### src/source/panel_pkg.sv
package panel_pkg;

    ////////////////////////////////////////////////////////////////////////////
    // Button bundle.
    ////////////////////////////////////////////////////////////////////////////

    // Prev sits in bit 0, cancel in bit 3.
    // The same struct carries raw levels and press pulses.
    typedef struct packed {
        logic cancel;
        logic okay;
        logic next;
        logic prev;
    } buttons_t;

    ////////////////////////////////////////////////////////////////////////////
    // Menu layout.
    ////////////////////////////////////////////////////////////////////////////

    // Menu item index, 0 to 14.
    typedef logic [3:0] cursor_t;

    // Option code inside one group.
    typedef logic [2:0] option_t;

    // Highest cursor index.
    localparam cursor_t MENU_LAST = 4'd14;

    // Items per group.
    localparam int GROUP_SIZE = 5;

    // First item of each group.
    localparam cursor_t PERIOD_BASE = cursor_t'(0);
    localparam cursor_t GAIN_BASE = cursor_t'(GROUP_SIZE);
    localparam cursor_t TIME_BASE = cursor_t'(2 * GROUP_SIZE);

    typedef enum logic [1:0] {
        GROUP_PERIOD = 2'd0,
        GROUP_GAIN   = 2'd1,
        GROUP_TIME   = 2'd2
    } menu_group_e;

    ////////////////////////////////////////////////////////////////////////////
    // Setting encodings.
    ////////////////////////////////////////////////////////////////////////////

    // Number of drawn sine periods.
    typedef enum logic [2:0] {
        PERIODS_1 = 3'd0,
        PERIODS_2 = 3'd1,
        PERIODS_3 = 3'd2,
        PERIODS_4 = 3'd3,
        PERIODS_5 = 3'd4
    } periods_e;

    // Pulse-counter gain divider.
    // Code 0 is only the divider symbol on screen.
    typedef enum logic [2:0] {
        DIV_NONE = 3'd0,
        DIV_1    = 3'd1,
        DIV_2    = 3'd2,
        DIV_4    = 3'd3,
        DIV_8    = 3'd4
    } gain_div_e;

    // Time-interval selection.
    typedef enum logic [2:0] {
        TIME_0 = 3'd0,
        TIME_1 = 3'd1,
        TIME_2 = 3'd2,
        TIME_3 = 3'd3,
        TIME_4 = 3'd4
    } time_sel_e;

    // Committed display settings, 9 bits.
    typedef struct packed {
        periods_e  periods;
        gain_div_e gain_div;
        time_sel_e time_sel;
    } settings_t;

endpackage

### src/source/button_conditioner.sv
`timescale 1ns/1ps

module button_conditioner #(
    parameter int DEBOUNCE_CYCLES = 8
) (
    input  logic                clk,
    input  logic                rst_n,
    input  panel_pkg::buttons_t buttons,
    output panel_pkg::buttons_t presses
);

    // Counter must be able to hold DEBOUNCE_CYCLES - 1.
    localparam int CNT_W = (DEBOUNCE_CYCLES > 1) ? $clog2(DEBOUNCE_CYCLES) : 1;
    localparam logic [CNT_W-1:0] CNT_LAST = CNT_W'(DEBOUNCE_CYCLES - 1);

    // Flat view of the button bundle.
    logic [3:0] raw_levels;
    logic [3:0] press_q;

    assign raw_levels = buttons;

    ////////////////////////////////////////////////////////////////////////////
    // One conditioner per button.
    ////////////////////////////////////////////////////////////////////////////

    for (genvar i = 0; i < 4; i++) begin : g_button
        // Two-stage synchronizer.
        logic sync_0;
        logic sync_1;
        // Debounced level.
        logic stable;
        // Cycles the synced level has differed from stable.
        logic [CNT_W-1:0] cnt;

        always_ff @(posedge clk or negedge rst_n) begin
            if (!rst_n) begin
                sync_0 <= 1'b0;
                sync_1 <= 1'b0;
            end else begin
                sync_0 <= raw_levels[i];
                sync_1 <= sync_0;
            end
        end

        always_ff @(posedge clk or negedge rst_n) begin
            if (!rst_n) begin
                stable     <= 1'b0;
                cnt        <= '0;
                press_q[i] <= 1'b0;
            end else begin
                // Pulse lasts one cycle by default.
                press_q[i] <= 1'b0;
                if (sync_1 != stable) begin
                    if (cnt == CNT_LAST) begin
                        // Held long enough, accept the new level.
                        stable     <= sync_1;
                        cnt        <= '0;
                        // Only a rising flip counts as a press.
                        press_q[i] <= sync_1;
                    end else begin
                        cnt <= cnt + 1'b1;
                    end
                end else begin
                    // Glitch ended early, start over.
                    cnt <= '0;
                end
            end
        end
    end

    assign presses = panel_pkg::buttons_t'(press_q);

endmodule

### src/source/menu_controller.sv
`timescale 1ns/1ps

module menu_controller (
    input  logic                  clk,
    input  logic                  rst_n,
    input  logic                  en,
    input  panel_pkg::buttons_t   presses,
    output panel_pkg::cursor_t    cursor,
    output panel_pkg::option_t    option,
    output logic                  clear,
    output logic                  load_periods,
    output logic                  load_gain,
    output logic                  load_time,
    output logic                  undo_periods,
    output logic                  undo_gain,
    output logic                  undo_time
);

    panel_pkg::cursor_t     cursor_q;
    panel_pkg::cursor_t     group_base;
    panel_pkg::cursor_t     item_offset;
    panel_pkg::menu_group_e group;

    // Press after priority resolution.
    logic okay_hit;
    logic cancel_hit;

    ////////////////////////////////////////////////////////////////////////////
    // Cursor register.
    ////////////////////////////////////////////////////////////////////////////

    // Prev wins over next.
    // Both wrap at the menu ends.
    always_ff @(posedge clk or negedge rst_n) begin
        if (!rst_n) begin
            cursor_q <= '0;
        end else if (!en) begin
            // Disabled panel parks the cursor.
            cursor_q <= '0;
        end else if (presses.prev) begin
            if (cursor_q == '0) begin
                cursor_q <= panel_pkg::MENU_LAST;
            end else begin
                cursor_q <= cursor_q - 1'b1;
            end
        end else if (presses.next) begin
            if (cursor_q == panel_pkg::MENU_LAST) begin
                cursor_q <= '0;
            end else begin
                cursor_q <= cursor_q + 1'b1;
            end
        end
    end

    assign cursor = cursor_q;

    ////////////////////////////////////////////////////////////////////////////
    // Cursor decode.
    ////////////////////////////////////////////////////////////////////////////

    // Group from the item range.
    always_comb begin
        if (cursor_q < panel_pkg::GAIN_BASE) begin
            group      = panel_pkg::GROUP_PERIOD;
            group_base = panel_pkg::PERIOD_BASE;
        end else if (cursor_q < panel_pkg::TIME_BASE) begin
            group      = panel_pkg::GROUP_GAIN;
            group_base = panel_pkg::GAIN_BASE;
        end else begin
            group      = panel_pkg::GROUP_TIME;
            group_base = panel_pkg::TIME_BASE;
        end
    end

    // Offset into the group, always below GROUP_SIZE.
    assign item_offset = cursor_q - group_base;
    assign option      = panel_pkg::option_t'(item_offset);

    ////////////////////////////////////////////////////////////////////////////
    // Strobes.
    ////////////////////////////////////////////////////////////////////////////

    assign clear = ~en;

    // Okay and cancel lose to any cursor move in the same cycle.
    assign okay_hit   = en & ~presses.prev & ~presses.next & presses.okay;
    assign cancel_hit = en & ~presses.prev & ~presses.next & ~presses.okay
                        & presses.cancel;

    // Exactly one group sees each hit.
    assign load_periods = okay_hit & (group == panel_pkg::GROUP_PERIOD);
    assign load_gain    = okay_hit & (group == panel_pkg::GROUP_GAIN);
    assign load_time    = okay_hit & (group == panel_pkg::GROUP_TIME);

    assign undo_periods = cancel_hit & (group == panel_pkg::GROUP_PERIOD);
    assign undo_gain    = cancel_hit & (group == panel_pkg::GROUP_GAIN);
    assign undo_time    = cancel_hit & (group == panel_pkg::GROUP_TIME);

endmodule

### src/source/setting_slot.sv
`timescale 1ns/1ps

module setting_slot #(
    parameter type      payload_t = logic [2:0],
    parameter payload_t DEFAULT   = payload_t'(0)
) (
    input  logic               clk,
    input  logic               rst_n,
    input  logic               clear,
    input  logic               load,
    input  logic               undo,
    input  panel_pkg::option_t option,
    output payload_t           value
);

    // Committed setting.
    payload_t value_q;
    // Setting before the last load.
    payload_t prev_q;

    ////////////////////////////////////////////////////////////////////////////
    // Commit and undo.
    ////////////////////////////////////////////////////////////////////////////

    always_ff @(posedge clk or negedge rst_n) begin
        if (!rst_n) begin
            value_q <= DEFAULT;
            prev_q  <= DEFAULT;
        end else if (clear) begin
            // Panel disabled, back to defaults.
            value_q <= DEFAULT;
            prev_q  <= DEFAULT;
        end else if (load) begin
            prev_q  <= value_q;
            value_q <= payload_t'(option);
        end else if (undo) begin
            // Prev stays, so a repeat undo is a no-op.
            value_q <= prev_q;
        end
    end

    assign value = value_q;

endmodule

### src/source/front_panel_top.sv
`timescale 1ns/1ps

module front_panel_top #(
    parameter int DEBOUNCE_CYCLES = 8
) (
    input  logic                 clk,
    input  logic                 rst_n,
    input  logic                 en,
    input  panel_pkg::buttons_t  buttons,
    output panel_pkg::cursor_t   cursor,
    output panel_pkg::settings_t settings
);

    panel_pkg::buttons_t presses;
    panel_pkg::option_t  option;
    logic                clear;
    logic                load_periods;
    logic                load_gain;
    logic                load_time;
    logic                undo_periods;
    logic                undo_gain;
    logic                undo_time;

    panel_pkg::periods_e  periods;
    panel_pkg::gain_div_e gain_div;
    panel_pkg::time_sel_e time_sel;

    ////////////////////////////////////////////////////////////////////////////
    // Buttons and menu.
    ////////////////////////////////////////////////////////////////////////////

    button_conditioner #(
        .DEBOUNCE_CYCLES(DEBOUNCE_CYCLES)
    ) button_conditioner_inst (
        .clk     (clk),
        .rst_n   (rst_n),
        .buttons (buttons),
        .presses (presses)
    );

    menu_controller menu_controller_inst (
        .clk          (clk),
        .rst_n        (rst_n),
        .en           (en),
        .presses      (presses),
        .cursor       (cursor),
        .option       (option),
        .clear        (clear),
        .load_periods (load_periods),
        .load_gain    (load_gain),
        .load_time    (load_time),
        .undo_periods (undo_periods),
        .undo_gain    (undo_gain),
        .undo_time    (undo_time)
    );

    ////////////////////////////////////////////////////////////////////////////
    // Setting slots.
    ////////////////////////////////////////////////////////////////////////////

    // Sine periods, one period by default.
    setting_slot #(
        .payload_t (panel_pkg::periods_e),
        .DEFAULT   (panel_pkg::PERIODS_1)
    ) periods_slot_inst (
        .clk    (clk),
        .rst_n  (rst_n),
        .clear  (clear),
        .load   (load_periods),
        .undo   (undo_periods),
        .option (option),
        .value  (periods)
    );

    // Gain divider, code 0 is never the default.
    setting_slot #(
        .payload_t (panel_pkg::gain_div_e),
        .DEFAULT   (panel_pkg::DIV_1)
    ) gain_slot_inst (
        .clk    (clk),
        .rst_n  (rst_n),
        .clear  (clear),
        .load   (load_gain),
        .undo   (undo_gain),
        .option (option),
        .value  (gain_div)
    );

    // Time interval, same reason as the divider.
    setting_slot #(
        .payload_t (panel_pkg::time_sel_e),
        .DEFAULT   (panel_pkg::TIME_1)
    ) time_slot_inst (
        .clk    (clk),
        .rst_n  (rst_n),
        .clear  (clear),
        .load   (load_time),
        .undo   (undo_time),
        .option (option),
        .value  (time_sel)
    );

    assign settings = '{periods: periods, gain_div: gain_div, time_sel: time_sel};

endmodule

### config.mk
export PLATFORM = sky130hd
export DESIGN_NAME = front_panel_top
export DESIGN_NICKNAME = d
export VERILOG_FILES = /design/src/source/panel_pkg.sv /design/src/source/button_conditioner.sv /design/src/source/menu_controller.sv /design/src/source/setting_slot.sv /design/src/source/front_panel_top.sv
export SDC_FILE = /design/constraint.sdc
export NUM_CORES = 1
export LEC_CHECK = 0
export BUFFER_PORTS_ARGS = -buffer_cell sky130_fd_sc_hd__clkbuf_2
export CAP_MARGIN = 20
export CELL_PAD_IN_SITES_DETAIL_PLACEMENT = 0
export CELL_PAD_IN_SITES_GLOBAL_PLACEMENT = 2
export CORE_MARGIN = 10
export CORE_UTILIZATION = 40
export DETAILED_ROUTE_END_ITERATION = 8
export PLACE_DENSITY = 0.8
export SLEW_MARGIN = 10
export SYNTH_ARGS = -nofsm -noshare
export SYNTH_HDL_FRONTEND = slang
export SYNTH_HIERARCHICAL = 1
export SYNTH_SLANG_ARGS = --single-unit
### constraint.sdc
create_clock -name clk -period 3 [get_ports clk]
set_input_delay 0.6 -clock clk [delete_from_list [all_inputs] [get_ports clk]]
set_output_delay 0.6 -clock clk [all_outputs]
set_load 0.005 [all_outputs]
==> impl_metrics.env, run 1 <==
export IMPL_final_setup_skew_ns=0.007682
export IMPL_placeableCoreArea_um2=5642
export IMPL_start_util_pct=42.00
export IMPL_min_period_ns=2.684
export IMPL_setup_viol=0
export IMPL_rr_startpoint="menu_controller_inst/cursor[1]"
export IMPL_fp_dieH_um=96.97
export IMPL_antenna_found_initial=0
export IMPL_ir_worst_vdd_mv=0.3166
export IMPL_final_seq_area_um2=1256
export IMPL_critPathMaxFanout=11
export IMPL_seq_area_frac_synth_pct=53.01
export IMPL_relSlewSlack_pct=43.74
export IMPL_post_drt_wl_per_cell_um=13.85
export IMPL_clk_pin_slew_ns=0.09
export IMPL_netSwitchingPower_uw=346.2
export IMPL_synth_edf_count=0
export IMPL_syn_area_per_cell_um2=11.73
export IMPL_hold_buffers=0
export IMPL_viasPerCell=4.973
export IMPL_drtIter0Drc=70
export IMPL_clockRootBuffer="clkbuf_8"
export IMPL_tns_ns=0
export IMPL_reg2reg_depth=10
export IMPL_crit_start="menu_controller_inst/cursor[1]"
export IMPL_required_ns=3.20
export IMPL_antenna_left=0
export IMPL_p_per_area_nw_per_um2=534.5
export IMPL_cts_buffers=5
export IMPL_fillers=537
export IMPL_worstSetupPathType="flop to flop"
export IMPL_die_w_um=96.97
export IMPL_crit_chain="inv_1, ha_1, and2b_1, mux2i_1, inv_1, ha_1, fa_1, xor2_1, nor2b_1, a211oi_1"
export IMPL_critPathMaxStageDelay_ns=0.50
export IMPL_dr_pass1_iters=4
export IMPL_crit_end="gain_slot_inst/value[2]"
export IMPL_design_area_um2=2621
export IMPL_postSynthNetCount=224
export IMPL_portBuffers=19
export IMPL_grt_use_total_pct=9.132
export IMPL_stdcell_count=297
export IMPL_cap_violations=0
export IMPL_placed_area_um2=2530
export IMPL_leakagePower_nw=1.247
export IMPL_dieArea_um2=9403
export IMPL_yosysWarnings=6
export IMPL_cts_tree="built"
export IMPL_reg2reg_to="gain_slot_inst/value[2]"
export IMPL_antenna_cells=0
export IMPL_rows=27
export IMPL_cp_slowest_cell="dfrtp_1"
export IMPL_hpwl_mm=2.924
export IMPL_clock_sinks=50
export IMPL_totalPowerFinal_mw=1.401
export IMPL_tightest_slew_ns=0.8429
export IMPL_timing_final_crit_share_pct=89.46
export IMPL_nets=246
export IMPL_synth_cells=202
export IMPL_critical_path_arrival_ns=2.88
export IMPL_drc_errors=0
export IMPL_yosysUniqueCellTypes=41
export IMPL_power_frac_comb_pct=13.8
export IMPL_hold_viol_final=0
export IMPL_area_growth_pct=10.61
export IMPL_postLayoutCoreUtil_pct=46.46
export IMPL_reg2reg_slack_ns=0.32
export IMPL_min_path_type="flop to flop"
export IMPL_globalRouteOverflowTotal=0
export IMPL_synth_area_um2=2370
export IMPL_power_switching_share_pct=24.71
export IMPL_intPower_mw=1.055
export IMPL_grt_max_degree=51
export IMPL_pwr_share_seq_pct=58.5
export IMPL_synthArstFlopShare_pct=100.0
export IMPL_detailroute_via_count=1477
export IMPL_drive_above_1_share_pct=22.22
export IMPL_multi_input_area_um2=1006
export IMPL_wl_mm=4.114
export IMPL_post_cts_setup_buffers=0
export IMPL_critPathCaptureType="flop"
export IMPL_drv_slew=0
export IMPL_synth_seq_cells=50
export IMPL_outcome="finished, final reports clean"
export IMPL_ctsResizeCount=0
export IMPL_cp_start_kind="flop"
export IMPL_rsz0062_at_grt="false"
export IMPL_gp_congestion=0.8118
export IMPL_p_clk_share_pct=27.7
export IMPL_max_freq_ghz=0.3726
export IMPL_dp_cells=289
export IMPL_insertion_delay_ns=0.29
export IMPL_clockBufferDepth=2
export IMPL_grt_pass1_wl_mm=7.293
export IMPL_io_pins=20
export IMPL_grt_pass1_vias=1506
export IMPL_htreeDepth=2
export IMPL_synth_ff_type="dfrtp_1"
## Yosys cell counts, drive strengths merged, types with 2 or more instances
master,count,area [µm²]
dfrtp,46,1151
nor2,18,72.57
mux2i,17,170.2
inv,16,60.06
ha,14,175.2
nor2b,11,68.82
a21oi,9,45.04
a211oi,7,52.55
buf,7,47.54
and2,6,42.54
nor3b,6,60.06
o21ai,6,30.02
dfstp,4,105.1
nand2,4,15.01
nand3,4,20.02
xor2,4,35.03
nor3,3,15.01
a211o,2,17.52
a221oi,2,23.77
and3,2,17.52
o41ai,2,32.53
## worst min path at each step
| stage | from | endpoint | slack [ns] | depth (start not counted) |
|---|---|---|---|---|
| floorplan | rst_n | button_conditioner_inst/g_button[0].cnt[0] | 0.30 | 0 |
| global placement | button_conditioner_inst/g_button[2].sync_0 | button_conditioner_inst/g_button[2].sync_1 | 0.33 | 0 |
| detailed placement | button_conditioner_inst/g_button[1].sync_0 | button_conditioner_inst/g_button[1].sync_1 | 0.33 | 0 |
| CTS | button_conditioner_inst/g_button[1].sync_0 | button_conditioner_inst/g_button[1].sync_1 | 0.36 | 0 |
| global route | button_conditioner_inst/g_button[1].sync_0 | button_conditioner_inst/g_button[1].sync_1 | 0.37 | 0 |
| finish | button_conditioner_inst/g_button[2].sync_0 | button_conditioner_inst/g_button[2].sync_1 | 0.35 | 0 |
## power by group through the flow
stage	sequential (mW)	clock, mW	combinational, mW
2_1_floorplan	0.822	0	0.148
3_3_place_gp	0.832	0	0.193
3_5_place_dp	0.835	0	0.199
4_1_cts	0.822	0.412	0.200
5_1_grt	0.833	0.443	0.238
6_report	0.820	0.388	0.194
## final cells by class
cell class,count,share of cell area [%]
clock buffer,7,3.294
clock inverter,1,0.1909
inverter,16,2.291
multi-input combinational,129,38.38
sequential,50,47.92
tap,72,3.437
timing repair buffer,22,4.487
## per-stage QoR
step	hold WS [ns]	setup slack [ns]
after global placement	0.3315	0.3849
after detailed placement	0.3347	0.2979
after CTS	0.3555	0.2699
after floorplan	0.3044	0.5498
after global routing	0.3656	0.02810
final	0.3511	0.3162
## cell families after synthesis
logic type | count (synthesis) | share of synthesized area (%)
mux | 18 | 7.656
compound gates | 33 | 10.24
flops | 50 | 53.01
xor+xnor | 5 | 1.848
fa+ha+maj | 15 | 8.237
simple gates | 58 | 14.47
buf+inv | 23 | 4.541
## state kept, by name, indices dropped and copies added (netlist names), 4 cells and up
| register | count |
|---|---|
| button_conditioner_inst/g_button.sync_0 | 4 |
| button_conditioner_inst/g_button.cnt | 12 |
| button_conditioner_inst/g_button.sync_1 | 4 |
| menu_controller_inst/cursor | 4 |
| button_conditioner_inst/presses | 4 |
| button_conditioner_inst/g_button.stable | 4 |
## cells in the final DEF, fill, tap and decap left out, types with 4 or more instances in the layout
cell / count
dfstp_2: 4
nand3_1: 4
clkbuf_8: 6
ha_1: 14
nor2_1: 16
a211oi_1: 7
clkbuf_2: 19
mux2i_1: 17
a21oi_1: 9
nor2b_1: 11
o21ai_0: 5
inv_1: 14
dfrtp_1: 46
xor2_1: 4
and2_2: 4
nand2_1: 4
## per-layer routing
metal	wire length [µm]	global-route usage, %	vias up
met5	0	0	-
met4	51	3.382	0
met3	164	2.768	5
met2	1778	12.73	23
met1	2120	12.81	718
li1	-	-	731
## critical path, delay by kind of cell, from the launching register on
| family | cells | cell delay, ns |
|---|---|---|
| AND/OR/NAND/NOR | 2 | 0.29 |
| flip-flops | 1 | 0.50 |
| AO/OA/AOI/OAI | 1 | 0.22 |
| XOR/XNOR | 1 | 0.28 |
| adder cells (fa/ha/maj) | 3 | 0.79 |
| buffers and inverters | 2 | 0.28 |
| multiplexers | 1 | 0.23 |
No activity file was read; power rests on OpenSTA's default activity.
==> run 2, diff against run 1 <==
CORE_UTILIZATION = 36   (was 40)
GPL_TIMING_DRIVEN = 0   (was default)
PLACE_DENSITY = 0.76   (was 0.8)
clock period = 2.2 ns   (was 3 ns; I/O delays follow)
==> impl_metrics.env, run 2 (synthesis results as in run 1) <==
export IMPL_outcome="finished, violations left"
export IMPL_violations="setup timing"
export IMPL_required_ns=2.34
export IMPL_min_period_ns=2.215
export IMPL_dr_pass1_iters=4
export IMPL_fillers=618
export IMPL_placeableCoreArea_um2=6386
export IMPL_rr_startpoint="menu_controller_inst/cursor[1]"
export IMPL_insertion_delay_ns=0.30
export IMPL_drv_slew=0
export IMPL_leakagePower_nw=1.334
export IMPL_top_register="button_conditioner_inst/g_button.cnt"
export IMPL_worstSetupPathType="flop to flop"
export IMPL_start_util_pct=37.11
export IMPL_max_freq_ghz=0.4514
export IMPL_reg2reg_depth=10
export IMPL_reg2reg_to="time_slot_inst/value[1]"
export IMPL_grt_use_total_pct=9.491
export IMPL_drtIter0Drc=59
export IMPL_dieArea_um2=10230
export IMPL_fp_dieH_um=101.1
export IMPL_final_setup_skew_ns=0.008194
export IMPL_wl_mm=4.442
export IMPL_reg2reg_slack_ns=-0.02
export IMPL_totalPowerFinal_mw=1.973
export IMPL_gp_congestion=0.7340
export IMPL_drc_errors=0
export IMPL_htreeDepth=2
export IMPL_p_per_area_nw_per_um2=691.1
export IMPL_globalRouteOverflowTotal=0
export IMPL_antenna_left=0
export IMPL_die_w_um=101.1
export IMPL_stdcell_count=317
export IMPL_grt_pass1_wl_mm=7.762
export IMPL_timing_final_crit_share_pct=100.7
export IMPL_critPathMaxFanout=3
export IMPL_clk_pin_slew_ns=0.09
export IMPL_clock_sinks=50
export IMPL_rsz0062_at_grt="true"
export IMPL_antenna_cells=0
export IMPL_critical_path_arrival_ns=2.36
export IMPL_portBuffers=19
export IMPL_detailroute_via_count=1525
export IMPL_viasPerCell=4.811
export IMPL_hold_viol_final=0
export IMPL_largest_register_ffs=12
export IMPL_hold_buffers=0
export IMPL_drive_above_1_share_pct=34.58
export IMPL_min_path_type="input port to async pin"
export IMPL_clockBufferDepth=2
export IMPL_ir_worst_vdd_mv=0.3996
export IMPL_mostFrequentLayoutCells="dfrtp_1 (44), clkbuf_2 (19), nor2_1 (16), mux2i_1 (16)"
export IMPL_grt_pass1_vias=1573
export IMPL_clockRootBuffer="clkbuf_8"
export IMPL_antenna_found_initial=0
export IMPL_area_growth_pct=20.43
export IMPL_cts_tree="built"
export IMPL_rows=29
export IMPL_setup_viol=3
export IMPL_layout_commonest_cell="dfrtp_1"
export IMPL_relSlewSlack_pct=40.79
export IMPL_cts_buffers=5
export IMPL_critPathCaptureType="flop"
export IMPL_post_drt_wl_per_cell_um=14.01
export IMPL_cp_start_kind="flop"
export IMPL_dp_cells=299
export IMPL_grt_max_degree=32
export IMPL_timing_final_ws_setup_ns=-0.01537
export IMPL_tightest_slew_ns=0.8872
export IMPL_nets=261
export IMPL_hpwl_mm=3.072
export IMPL_cap_violations=0
export IMPL_io_pins=20
==> run 2: what timing repair did <==
action                     in CTS  in global routing
pin swaps                       5                  0
cloned                          0                  0
setup endpoints to repair       6                  7
gates resized for setup         5                 11
buffers inserted                7                  4
==> run 2: through the flow <==
step	TNS, ns	hold slack (ns)	instance area [µm²]	util, %	worst slack, ns
floorplan	-0.005765	0.1444	2407	-	-0.001924
global route	-0.6122	0.1058	2854	44.69	-0.1078
finish	-0.02259	0.08440	2854	44.69	-0.01537
detailed placement	-1.274	0.3347	2619	41.01	-0.2507
CTS	-0.1733	0.08413	2790	43.69	-0.05394
global placement	-1.234	0.3322	2599	40.69	-0.2608
==> run 2: per-layer routing <==
metal | share of wire (%) | up-vias | GRT usage (%)
li1 | - | 766 | -
met1 | 49 | 735 | 12.74
met2 | 46 | 19 | 13.77
met3 | 3.6 | 5 | 2.655
met4 | 1.7 | 0 | 4.502
met5 | 0 | - | 0
==> run 2: layout make-up <==
class / instances / area (µm²) / share of cell area, %
clock buffer: 6 / 82.58 / 2.893
buffer: 6 / 42.54 / 1.491
clock inverter: 2 / 17.52 / 0.6138
multi-input combinational: 129 / 1086 / 38.05
sequential: 50 / 1259 / 44.10
timing repair buffer: 31 / 197.7 / 6.927
inverter: 16 / 72.57 / 2.543
tap: 77 / 96.34 / 3.376
==> run 2: worst max-delay path by stage <==
stage | start | slack, ns | to
3_3_place_gp | menu_controller_inst/cursor[0] | -0.26 | gain_slot_inst/value[2]
2_1_floorplan | menu_controller_inst/cursor[1] | -0.002 | gain_slot_inst/value[1]
5_1_grt | menu_controller_inst/cursor[1] | -0.11 | time_slot_inst/value[2]
3_5_place_dp | menu_controller_inst/cursor[0] | -0.25 | gain_slot_inst/value[2]
6_report | menu_controller_inst/cursor[1] | -0.02 | time_slot_inst/value[1]
4_1_cts | menu_controller_inst/cursor[1] | -0.05 | periods_slot_inst/value[1]
==> run 2: where the power goes <==
part	switching, mW	internal, mW	total (mW)
combinational	0.133	0.154	0.287
sequential	0.0753	1.04	1.12
clock	0.308	0.259	0.567
==> run 2: worst max-delay path, cell delays in order, from the launching register on <==
cell	delay, ns
dfrtp_2	0.47
inv_8	0.07
ha_4	0.13
and2b_1	0.19
mux2i_2	0.18
inv_1	0.07
ha_2	0.18
fa_2	0.54
inv_4	0.06
nor2b_1	0.11
a211oi_1	0.06
